==> config.mk <==
export PLATFORM = sky130hd
export DESIGN_NAME = apb_subsystem
export DESIGN_NICKNAME = d
export VERILOG_FILES = /design/src/apb_pkg.sv /design/src/apb_if.sv /design/src/apb_bridge.sv /design/src/apb_regfile.sv /design/src/apb_subsystem.sv /design/src/apb_timer.sv
export VERILOG_INCLUDE_DIRS = /design/src /design/src/src
export SDC_FILE = /design/constraint.sdc
export NUM_CORES = 1
export LEC_CHECK = 0
export BUFFER_PORTS_ARGS = -buffer_cell sky130_fd_sc_hd__buf_2
export CAP_MARGIN = 5
export CORE_MARGIN = 3
export CORE_UTILIZATION = 59
export CTS_CLUSTER_SIZE = 24
export DETAILED_ROUTE_END_ITERATION = 7
export MAX_ROUTING_LAYER = met4
export PLACE_DENSITY = 0.8
export SLEW_MARGIN = 20
export SYNTH_ARGS = -nofsm -noshare
export SYNTH_HDL_FRONTEND = slang
export SYNTH_SLANG_ARGS = --single-unit
==> constraint.sdc <==
create_clock -name pclk -period 2.9 [get_ports pclk]
set_input_delay 0.145 -clock pclk [delete_from_list [all_inputs] [get_ports pclk]]
set_output_delay 0.145 -clock pclk [all_outputs]
set_load 0.01 [all_outputs]
==> src/apb_macros.svh <==
`ifndef APB_MACROS_SVH
`define APB_MACROS_SVH

// Bus geometry shared by every block on the peripheral bus

// Address and data widths in bits
`define APB_ADDR_WIDTH 32
`define APB_DATA_WIDTH 32

// Bridge address map
// Completer n sits at APB_BASE_ADDR + n * APB_BLOCK_SIZE
`define APB_BASE_ADDR 32'h4000_0000

// Bytes of address space per completer
// Must be a power of two
`define APB_BLOCK_SIZE 32'h0000_0800

// Register file depth in 32-bit words
`define APB_REGFILE_WORDS 4

`endif

==> src/apb_pkg.sv <==
`include "apb_macros.svh"

package apb_pkg;

	////////////////////
	// Bus word types

	// Byte address as seen on paddr
	typedef logic [`APB_ADDR_WIDTH-1:0] addr_t;

	// Read and write data word
	typedef logic [`APB_DATA_WIDTH-1:0] data_t;

	// One write strobe per data byte
	typedef logic [`APB_DATA_WIDTH/8-1:0] strb_t;

	////////////////////
	// Timer register map

	// Byte offsets within the timer block
	// Status bit 0 is the sticky match flag, write 1 to clear
	typedef enum logic [3:0] {
		timer_ctrl    = 4'h0,
		timer_count   = 4'h4,
		timer_compare = 4'h8,
		timer_status  = 4'hC
	} timer_reg_e;

endpackage

==> src/apb_if.sv <==
`timescale 1ns/1ps

interface apb_if;

	////////////////////
	// Request side

	// Select and enable give the setup and access phases
	logic psel;
	logic penable;

	// Address, direction and write payload
	apb_pkg::addr_t paddr;
	logic pwrite;
	apb_pkg::data_t pwdata;
	apb_pkg::strb_t pstrb;

	////////////////////
	// Reply side

	// Completion and read payload
	logic pready;
	apb_pkg::data_t prdata;

	// Error flag, sampled on the completing edge only
	logic pslverr;

	// Peripheral end of the link
	modport completer (
		input psel, penable, paddr, pwrite, pwdata, pstrb,
		output pready, prdata, pslverr
	);

	// Initiator end of the link
	modport requester (
		output psel, penable, paddr, pwrite, pwdata, pstrb,
		input pready, prdata, pslverr
	);

endinterface

==> src/apb_bridge.sv <==
`timescale 1ns/1ps
`include "apb_macros.svh"

// Combinational one-to-many APB bridge
// Each port owns one equal block of address space starting at the base
module apb_bridge #(
	parameter int NUM_PORTS = 2
) (
	apb_if.completer upstream,
	apb_if.requester downstream [NUM_PORTS-1:0]
);

	// Offset bits inside one block
	localparam int BLOCK_BITS = $clog2(`APB_BLOCK_SIZE);
	// Address bits above the block offset
	localparam int DEVICE_BITS = `APB_ADDR_WIDTH - BLOCK_BITS;
	// Port index bits, at least one so the slices stay legal
	localparam int INDEX_BITS = (NUM_PORTS > 1) ? $clog2(NUM_PORTS) : 1;
	// Block number of the base address
	localparam logic [DEVICE_BITS-1:0] BASE_BLOCK = DEVICE_BITS'(`APB_BASE_ADDR >> BLOCK_BITS);

	////////////////////
	// Request fan-out

	// Everything except psel goes to all ports unchanged
	for (genvar g = 0; g < NUM_PORTS; g++) begin : g_fanout
		assign downstream[g].penable = upstream.penable;
		assign downstream[g].pwrite  = upstream.pwrite;
		assign downstream[g].pwdata  = upstream.pwdata;
		assign downstream[g].pstrb   = upstream.pstrb;
		// Completers only see the offset within their block
		assign downstream[g].paddr   = {{DEVICE_BITS{1'b0}}, upstream.paddr[BLOCK_BITS-1:0]};
	end

	////////////////////
	// Address decode

	logic [DEVICE_BITS-1:0] block_addr;
	logic [INDEX_BITS-1:0]  devid;
	logic                   range_hit;
	logic                   port_hit;

	always_comb begin
		block_addr = upstream.paddr[`APB_ADDR_WIDTH-1:BLOCK_BITS];
		// Upper bits must match the base block
		range_hit = (block_addr[DEVICE_BITS-1:INDEX_BITS] == BASE_BLOCK[DEVICE_BITS-1:INDEX_BITS]);
		// Low block bits pick the port
		devid = block_addr[INDEX_BITS-1:0];
		// Index may exceed the port count when NUM_PORTS is not a power of two
		port_hit = range_hit && (int'(devid) < NUM_PORTS);
	end

	// Only the addressed port is selected
	for (genvar g = 0; g < NUM_PORTS; g++) begin : g_sel
		assign downstream[g].psel = upstream.psel && port_hit && (int'(devid) == g);
	end

	////////////////////
	// Reply collection

	// Plain vectors so the mux can index with a variable
	logic [NUM_PORTS-1:0] pready_v;
	logic [NUM_PORTS-1:0] pslverr_v;
	apb_pkg::data_t       prdata_v [NUM_PORTS];

	for (genvar g = 0; g < NUM_PORTS; g++) begin : g_reply
		assign pready_v[g]  = downstream[g].pready;
		assign pslverr_v[g] = downstream[g].pslverr;
		assign prdata_v[g]  = downstream[g].prdata;
	end

	////////////////////
	// Reply mux

	always_comb begin
		// Idle defaults
		upstream.pready  = 1'b0;
		upstream.prdata  = '0;
		upstream.pslverr = 1'b0;
		if (upstream.psel) begin
			if (port_hit) begin
				// Forward from the selected port
				upstream.pready  = pready_v[devid];
				upstream.prdata  = prdata_v[devid];
				upstream.pslverr = pslverr_v[devid];
			end else begin
				// Unmapped address, answer here with an error
				upstream.pready  = 1'b1;
				upstream.pslverr = 1'b1;
			end
		end
	end

endmodule

==> src/apb_regfile.sv <==
`timescale 1ns/1ps
`include "apb_macros.svh"

// Bank of read/write words with byte write strobes
// Zero wait states so pready is high in the first access cycle
module apb_regfile #(
	parameter int WORDS = `APB_REGFILE_WORDS
) (
	input logic pclk,
	input logic rst,
	apb_if.completer bus
);

	// At least one index bit into the bank
	localparam int IDX_BITS = (WORDS > 1) ? $clog2(WORDS) : 1;
	// Bytes per data word
	localparam int NUM_BYTES = `APB_DATA_WIDTH / 8;

	////////////////////
	// Offset decode

	// Word number from the full byte offset
	logic [`APB_ADDR_WIDTH-3:0] word_addr;
	logic [IDX_BITS-1:0]        word_idx;
	logic                       addr_ok;

	// Access phase of a selected transfer
	// Every access cycle is also the completing one
	logic access;

	always_comb begin
		word_addr = bus.paddr[`APB_ADDR_WIDTH-1:2];
		word_idx  = word_addr[IDX_BITS-1:0];
		// Must be word aligned and inside the bank
		addr_ok = (bus.paddr[1:0] == 2'b00) && (word_addr < WORDS);
	end

	assign access = bus.psel && bus.penable;

	////////////////////
	// Storage

	apb_pkg::data_t regs [WORDS];

	always_ff @(posedge pclk) begin
		if (rst) begin
			// All words read back as zero after reset
			for (int i = 0; i < WORDS; i++) begin
				regs[i] <= '0;
			end
		end else if (access && bus.pwrite && addr_ok) begin
			// Update only strobed bytes
			for (int b = 0; b < NUM_BYTES; b++) begin
				if (bus.pstrb[b]) begin
					regs[word_idx][8*b +: 8] <= bus.pwdata[8*b +: 8];
				end
			end
		end
	end

	////////////////////
	// Reply

	// No wait states
	assign bus.pready = access;

	// Bad offsets complete with an error and leave the bank alone
	assign bus.pslverr = access && !addr_ok;

	// Read data for the addressed word
	always_comb begin
		bus.prdata = '0;
		if (addr_ok) begin
			bus.prdata = regs[word_idx];
		end
	end

endmodule

==> src/apb_subsystem.sv <==
`timescale 1ns/1ps

// APB peripheral subsystem
// Bridge at the base address, register file on port 0, timer on port 1
module apb_subsystem (
	input logic pclk,
	input logic rst,

	// Upstream APB requester
	input logic psel,
	input logic penable,
	input apb_pkg::addr_t paddr,
	input logic pwrite,
	input apb_pkg::data_t pwdata,
	input apb_pkg::strb_t pstrb,
	output logic pready,
	output apb_pkg::data_t prdata,
	output logic pslverr,

	// Timer interrupt
	output logic irq
);

	// One upstream link and one link per completer
	apb_if up_bus ();
	apb_if dn_bus [1:0] ();

	////////////////////
	// Top-level ports onto the upstream link

	// Request from the external requester
	assign up_bus.psel    = psel;
	assign up_bus.penable = penable;
	assign up_bus.paddr   = paddr;
	assign up_bus.pwrite  = pwrite;
	assign up_bus.pwdata  = pwdata;
	assign up_bus.pstrb   = pstrb;

	// Reply back out
	assign pready  = up_bus.pready;
	assign prdata  = up_bus.prdata;
	assign pslverr = up_bus.pslverr;

	////////////////////
	// Bridge and completers

	// Two equal blocks from the base address
	apb_bridge #(
		.NUM_PORTS(2)
	) u_bridge (
		.upstream  (up_bus.completer),
		.downstream(dn_bus)
	);

	// Port 0 at offset 0x000
	apb_regfile u_regfile (
		.pclk(pclk),
		.rst (rst),
		.bus (dn_bus[0])
	);

	// Port 1 at offset 0x800
	apb_timer u_timer (
		.pclk(pclk),
		.rst (rst),
		.bus (dn_bus[1]),
		.irq (irq)
	);

endmodule

==> src/apb_timer.sv <==
`timescale 1ns/1ps
`include "apb_macros.svh"

// Free-running timer with compare match and interrupt
// Exactly one wait state on every transfer
module apb_timer (
	input logic pclk,
	input logic rst,
	apb_if.completer bus,
	output logic irq
);

	////////////////////
	// Handshake

	// Access phase of a selected transfer
	logic access;
	// High in the second access cycle
	logic wait_st;
	// Transfer completes on this edge
	logic done;

	assign access = bus.psel && bus.penable;
	assign done   = access && wait_st;

	// Set after the first access cycle, cleared once the transfer ends
	always_ff @(posedge pclk) begin
		if (rst) begin
			wait_st <= 1'b0;
		end else begin
			wait_st <= access && !wait_st;
		end
	end

	////////////////////
	// Register decode

	apb_pkg::timer_reg_e reg_sel;
	// Offset names one of the four registers
	logic reg_ok;
	// Write uses every byte lane
	logic full_strb;
	// Write that is allowed to change state
	logic wr_ok;

	always_comb begin
		reg_sel   = apb_pkg::timer_reg_e'(bus.paddr[3:0]);
		// Aligned offsets below 0x10 are exactly the known registers
		reg_ok    = (bus.paddr[`APB_ADDR_WIDTH-1:4] == '0) && (bus.paddr[1:0] == 2'b00);
		full_strb = (bus.pstrb == '1);
		wr_ok     = done && bus.pwrite && reg_ok && full_strb;
	end

	////////////////////
	// Timer state

	logic ctrl_en;
	apb_pkg::data_t count;
	apb_pkg::data_t compare;
	logic match;

	// Match condition and write-1-to-clear request
	logic match_set;
	logic match_clr;

	assign match_set = ctrl_en && (count == compare);
	assign match_clr = wr_ok && (reg_sel == apb_pkg::timer_status) && bus.pwdata[0];

	always_ff @(posedge pclk) begin
		if (rst) begin
			ctrl_en <= 1'b0;
			count   <= '0;
			compare <= '0;
			match   <= 1'b0;
		end else begin
			// Counting, overridden below by a count write
			if (ctrl_en) begin
				count <= count + 1'b1;
			end
			if (wr_ok) begin
				case (reg_sel)
					apb_pkg::timer_ctrl:    ctrl_en <= bus.pwdata[0];
					apb_pkg::timer_count:   count   <= bus.pwdata;
					apb_pkg::timer_compare: compare <= bus.pwdata;
					default: ;
				endcase
			end
			// New match wins over a clear in the same cycle
			match <= match_set || (match && !match_clr);
		end
	end

	// Interrupt follows the sticky flag
	assign irq = match;

	////////////////////
	// Reply

	assign bus.pready = wait_st;

	// Unknown offset, or a write with a partial strobe
	assign bus.pslverr = wait_st && (!reg_ok || (bus.pwrite && !full_strb));

	always_comb begin
		bus.prdata = '0;
		if (reg_ok) begin
			case (reg_sel)
				apb_pkg::timer_ctrl:    bus.prdata[0] = ctrl_en;
				apb_pkg::timer_count:   bus.prdata    = count;
				apb_pkg::timer_compare: bus.prdata    = compare;
				apb_pkg::timer_status:  bus.prdata[0] = match;
				default: ;
			endcase
		end
	end

endmodule
==> results of run 1 <==
## flip-flops by register name (all words and copies together), names as in the netlist
name	flops
u_timer.compare	32
u_regfile.regs	128
u_timer.ctrl_en	1
u_timer.bus.pready	1
u_timer.count	32
u_timer.irq	1
## kinds of logic (layout without fill, tap and decap cells)
group | after synthesis | count (layout) | synth area share [%]
simple gates | 419 | 419 | 20.9
flops | 195 | 195 | 51.3
compound gates | 139 | 139 | 11.1
buf+inv | 73 | 203 | 3.63
xor+xnor | 62 | 62 | 5.37
mux | 35 | 35 | 7.55
fa+ha+maj | 1 | 1 | 0.124
## metal layers
layer | vias to the layer above | track usage (%) | wire length [um]
met5 | - | - | 0
met4 | 0 | 12.7 | 862
met3 | 67 | 5.81 | 2500
met2 | 459 | 48.1 | 13100
met1 | 3896 | 40.3 | 10600
li1 | 3599 | - | -
## report_power, final
| part | leakage [nW] | internal (mW) | total (mW) | switching (mW) |
|---|---|---|---|---|
| clock | 0.271 | 1.12 | 2.23 | 1.11 |
| combinational | 1.95 | 0.178 | 0.431 | 0.253 |
| sequential | 1.75 | 3.04 | 3.07 | 0.0265 |
## cell type report
type | count | area, um2
Multi-Input combinational cell | 656 | 4580
Tap cell | 220 | 275
Timing Repair Buffer | 169 | 1100
Fill cell | 1227 | 5000
Sequential cell | 195 | 5180
Clock buffer | 17 | 425
Clock inverter | 14 | 118
Inverter | 3 | 11.3
## metrics by stage
| stage | util [%] | power (mW) | cells |
|---|---|---|---|
| after floorplan | - | 3.36 | 924 |
| after global placement | 65.1 | 3.51 | 1214 |
| after detailed placement | 65.1 | 3.52 | 1214 |
| after CTS | 70.0 | 5.75 | 1274 |
| after global routing | 70.0 | 5.89 | 1274 |
| final | 70.0 | 5.73 | 1274 |
## tightest hold or removal path: cells and delay by family
kind,cells,cell delay [ps]
buffers and inverters,1,130
AND/OR/NAND/NOR,1,70
AO/OA/AOI/OAI,1,60
## cells in the mapped netlist (3+ instances only)
cell type / count / area (um2)
buf_1: 6 / 22.5
nand3b_1: 3 / 22.5
nor3_1: 4 / 20.0
inv_1: 3 / 11.3
nand2b_1: 48 / 300
a22oi_1: 31 / 233
and4_1: 5 / 43.8
dfxtp_1: 67 / 1340
nand2_1: 74 / 278
buf_6: 9 / 101
nand3_1: 25 / 125
nor2_1: 170 / 638
xnor2_1: 35 / 307
a211oi_2: 31 / 388
or3_1: 3 / 18.8
nor4_4: 4 / 85.1
nor2_2: 30 / 188
nor4_1: 6 / 37.5
clkbuf_1: 35 / 131
nand4_1: 22 / 138
mux4_2: 33 / 743
nor4_2: 3 / 37.5
a21oi_1: 34 / 170
buf_2: 20 / 100
xor2_1: 27 / 236
edfxtp_1: 128 / 3840
and3_1: 9 / 56.3
a31o_1: 4 / 35.0
a211oi_1: 31 / 233
## path summary, 6_finish.rpt
kind	startpoint	to	cells after the start
setup / recovery	paddr[5]	prdata[3]	7
hold / removal	pwdata[25]	u_timer.compare[25]	3
hold reg to reg	u_timer.compare[3]	u_timer.compare[3]	2
setup reg to reg	u_timer.count[0]	u_timer.count[21]	5
==> metrics, run 1 <==
Final GP Congestion 0.857; ys flop type edfxtp_1; Core Rows 47; Post-synth EDFFs 128; CTS Buffer Depth 2; dpl hpwl 18.2 mm; Final Max Slew Viols 0; commonest non-fill, non-tap cells in the layout 170 x nor2_1, 128 x edfxtp_1, 106 x buf_2; synthesis-to-finish area growth 15.8%; WP buf/inv 3; # diodes 0; final hold violations 0; Worst Path Required about 2800 ps; Async SR Flop Fraction 0%; average wire per cell in the routed design 21.3 um; final instance area 11700 um2; placed cell areas approximately 11000 um2; largest net degree at the start of global routing 67; core area ~17000 um2; Peak VDD IR 0.000449 V; Crit-path slowest cell a211oi_1; Worst EP arrival ~2300 ps; iteration-0 DRC count of the detailed router 859; # IOs 108; CTS tree built; Syn Area/Cell 10.9 um2; GRT Total Usage between 30% and 40%; via count 8021; CTS sink cnt about 200; TritonRoute pass-1 iters 6; Root Driver clkbuf_16; Clock Latency Late Sink 440 ps; worst rel slew slack 42.2%; Slowest Stage Delay on Critical Path 470 ps; Post-CTS Repair Setup Buffers 0; die height 137 um; kind of critical path primary input to output pin; #FFs+latches synth around 200; outcome completed; Post-CTS Hold Buffers 29; Initial Util 60.5%; Max Cap Viol 0; number of global-route vias before repair around 8000; setup TNS 0 ps; CP dominant cell by count buf_2; final setup vio count 0; delay-heaviest family, CP simple AND/OR/NAND/NOR gates; post-cts sizing count 0; first-pass GRT wire length 42.7 mm; DRC violations left 0; commonest non-fill, non-tap cell in the layout nor2_1; antenna viol nets, final 0; PortBufs roughly 110; crit path capture type output pin; PwrDens approximately 490 nW/um2; reg2reg setup slack 570 ps; clock skew 9.48 ps; RSZ-0062 raised after global routing false; die area 18700 um2; total global routing overflow 0; syn_nets 998; drt total wl 27.1 mm; Yosys warnings 0; Final WS setup between 400 and 500 ps; TritonCTS buffer count 17; Post-Synthesis Cells 924; NumNets Final 1116; Lkg Pwr 3.98 nW; CTS H-Tree Depth 4; actual slew at the worst max-slew pin 867 ps; initial antenna violation count 0; average via count per standard cell 6.30; fmax 406 MHz; layout cells sized above 1 26.4%; worst slack, placed 397 ps; Hold Path Class primary input to flop; mapped cell area 10100 um2; Worst setup SP type primary input; Crit Path Max Fanout 32; Synth cell types 46; CP Cell Sequence buf_2 -> nor3_1 -> nand4_4 -> or3_1 -> buf_4 -> a211oi_1 -> buf_2; hold slack 18.8 ps; Tmin final 2460 ps; clock-pin slew on the worst setup and hold paths roughly 70 ps; Horiz. Die Dim 137 um; period utilization 84.9%; sequential fraction of the synthesis area between 50% and 60%
Power figures use the tool's default switching activity.
==> run 2, diff against run 1 <==
clock period = 2.5 ns   (was 2.9 ns; I/O delays follow)
==> metrics, run 2 (synthesis results as in run 1) <==
layout cells sized above 1 26.7% (was 26.4%); DRC violations left 0 (unchanged); Fillers 1166 (was 1227); fmax 446 MHz; number of global-route vias before repair 7841 (was 7929); antenna viol nets, final 0 (unchanged); die area 18700 um2 (unchanged); footprint of the multi-input gates 4580 um2 (unchanged); core area 16700 um2 (unchanged); Hold Path Class primary input to flop (unchanged); setup TNS 0 ps (unchanged); average via count per standard cell 6.25 (was 6.30); total global routing overflow 0 (unchanged); # IOs 108 (unchanged); CP dominant cell by count buf_2 (unchanged); Worst EP arrival 2120 ps (was 2320 ps); largest register by flop count u_regfile.regs (unchanged); commonest non-fill, non-tap cells in the layout 170 x nor2_1, 128 x edfxtp_1, 106 x buf_2 (unchanged); Final GP Congestion 0.875 (was 0.857); final hold violations 0 (unchanged); commonest non-fill, non-tap cell in the layout nor2_1 (unchanged); initial antenna violation count 0 (unchanged); final instance area 11900 um2 (was 11700 um2); period utilization 89.8%; actual slew at the worst max-slew pin 730 ps (was 867 ps); Crit-path slowest cell a211oi_1 (unchanged); TritonRoute pass-1 iters 6 (unchanged); Core Rows 47 (unchanged); CTS Buffer Depth 2 (unchanged); outcome completed (unchanged); GRT Total Usage 30.8% (was 30.9%); Max Cap Viol 0 (unchanged); reg2reg setup slack 410 ps (was 570 ps); Worst Path Required 2380 ps (was 2760 ps); placed cell areas 11000 um2 (was 10900 um2); dpl hpwl 18.1 mm (was 18.2 mm); synthesis-to-finish area growth 17.3% (was 15.8%); Horiz. Die Dim 137 um (unchanged); Final WS setup 256 ps (was 439 ps); worst rel slew slack 51.3% (was 42.2%); Final Core Density 71.0% (was 70.0%); drt total wl 26.8 mm (was 27.1 mm); via count 8039 (was 8021); Final Max Slew Viols 0 (unchanged); Largest regs u_regfile.regs (128), u_timer.compare (32), u_timer.count (32) (unchanged); iteration-0 DRC count of the detailed router 817 (was 859); Tmin final 2240 ps; RSZ-0062 raised after global routing false (unchanged); CTS tree built (unchanged); Clock Latency Late Sink 440 ps (about the same); Worst setup SP type primary input (unchanged); average wire per cell in the routed design 20.8 um (was 21.3 um); delay-heaviest family, CP simple AND/OR/NAND/NOR gates (unchanged); final setup vio count 0 (unchanged); first-pass GRT wire length 42.5 mm (was 42.7 mm); clock-pin slew on the worst setup and hold paths 70 ps (about the same); Initial Util 60.5% (unchanged); clock skew 12.6 ps (was 9.48 ps); worst slack, placed 93.9 ps (was 397 ps); die height 137 um (unchanged); CP Cell Sequence buf_2 -> nor3_1 -> nand4_4 -> or3_1 -> buf_4 -> a211oi_1 -> buf_2 (unchanged); register area 5180 um2 (unchanged); Peak VDD IR 0.000514 V (was 0.000449 V); # diodes 0 (unchanged); kind of critical path primary input to output pin (unchanged); Slowest Stage Delay on Critical Path 400 ps (was 470 ps); Post-CTS Repair Setup Buffers 0 (unchanged); Crit Path Max Fanout 32 (unchanged); Lkg Pwr 4.04 nW (was 3.98 nW); WP buf/inv 3 (unchanged); TritonCTS buffer count 17 (unchanged); CTS H-Tree Depth 4 (unchanged); Root Driver clkbuf_16 (unchanged); largest net degree at the start of global routing 67 (unchanged); PwrDens 561 nW/um2 (was 490 nW/um2); max reg flops 128 (unchanged); NumNets Final 1128 (was 1116); PortBufs 107 (unchanged); crit path capture type output pin (unchanged); CTS sink cnt 195 (unchanged)
## run 2: cell count changes in the layout (fill, tap and decap cells not counted), sizes merged
cell,change
inv,-1
dlygate4sd3,+4
buf,+8
clkinvlp,+3
clkinv,-2
clkbuf,+1
## run 2: metrics by stage
stage	std cells	hold slack, ps	total power [mW]
2_1_floorplan	924	265	3.89
3_3_place_gp	1222	400	4.08
3_5_place_dp	1222	404	4.09
4_1_cts	1287	9.60	6.64
5_1_grt	1287	30.1	6.84
6_report	1287	16.4	6.65
## run 2: final timing paths
kind / from / end / cells after the start
max: paddr[5] / prdata[22] / 7
min: psel / u_timer.bus.pready / 3
max reg2reg: u_timer.count[5] / u_timer.count[29] / 5
min reg2reg: u_timer.compare[9] / u_timer.compare[9] / 2
## run 2: report_power, final
group | internal, mW | switching [mW] | leakage, nW | total [mW]
clock network | 1.30 | 1.28 | 0.256 | 2.58
registers | 3.53 | 0.0334 | 1.75 | 3.56
logic | 0.217 | 0.295 | 2.03 | 0.513
total | 5.05 | 1.60 | 4.04 | 6.65
## run 2: repair_timing
action	CTS	global route
gates resized for setup	0	0
endpoints found under the hold margin	33	0
endpoints found under the setup margin	0	0
hold buffers	33	0
## run 2: area by class of cell
cell class	count	share of cell area, %
Clock inverter	14	0.992
Multi-Input combinational cell	656	38.7
Tap cell	220	2.32
Sequential cell	195	43.7
Timing Repair Buffer	181	10.6
Clock buffer	18	3.62
Inverter	3	0.0950
## run 2: metal layers
layer	track usage, %	wire (um)
met1	40.2	10600
met2	47.9	12800
met3	6.40	2470
met4	12.0	939
met5	-	0
## run 2: tightest hold or removal path, delay by kind of cell
| kind | cells | cell delay, ps |
|---|---|---|
| and+or+nand+nor | 2 | 150 |
| buffers and inverters | 1 | 140 |
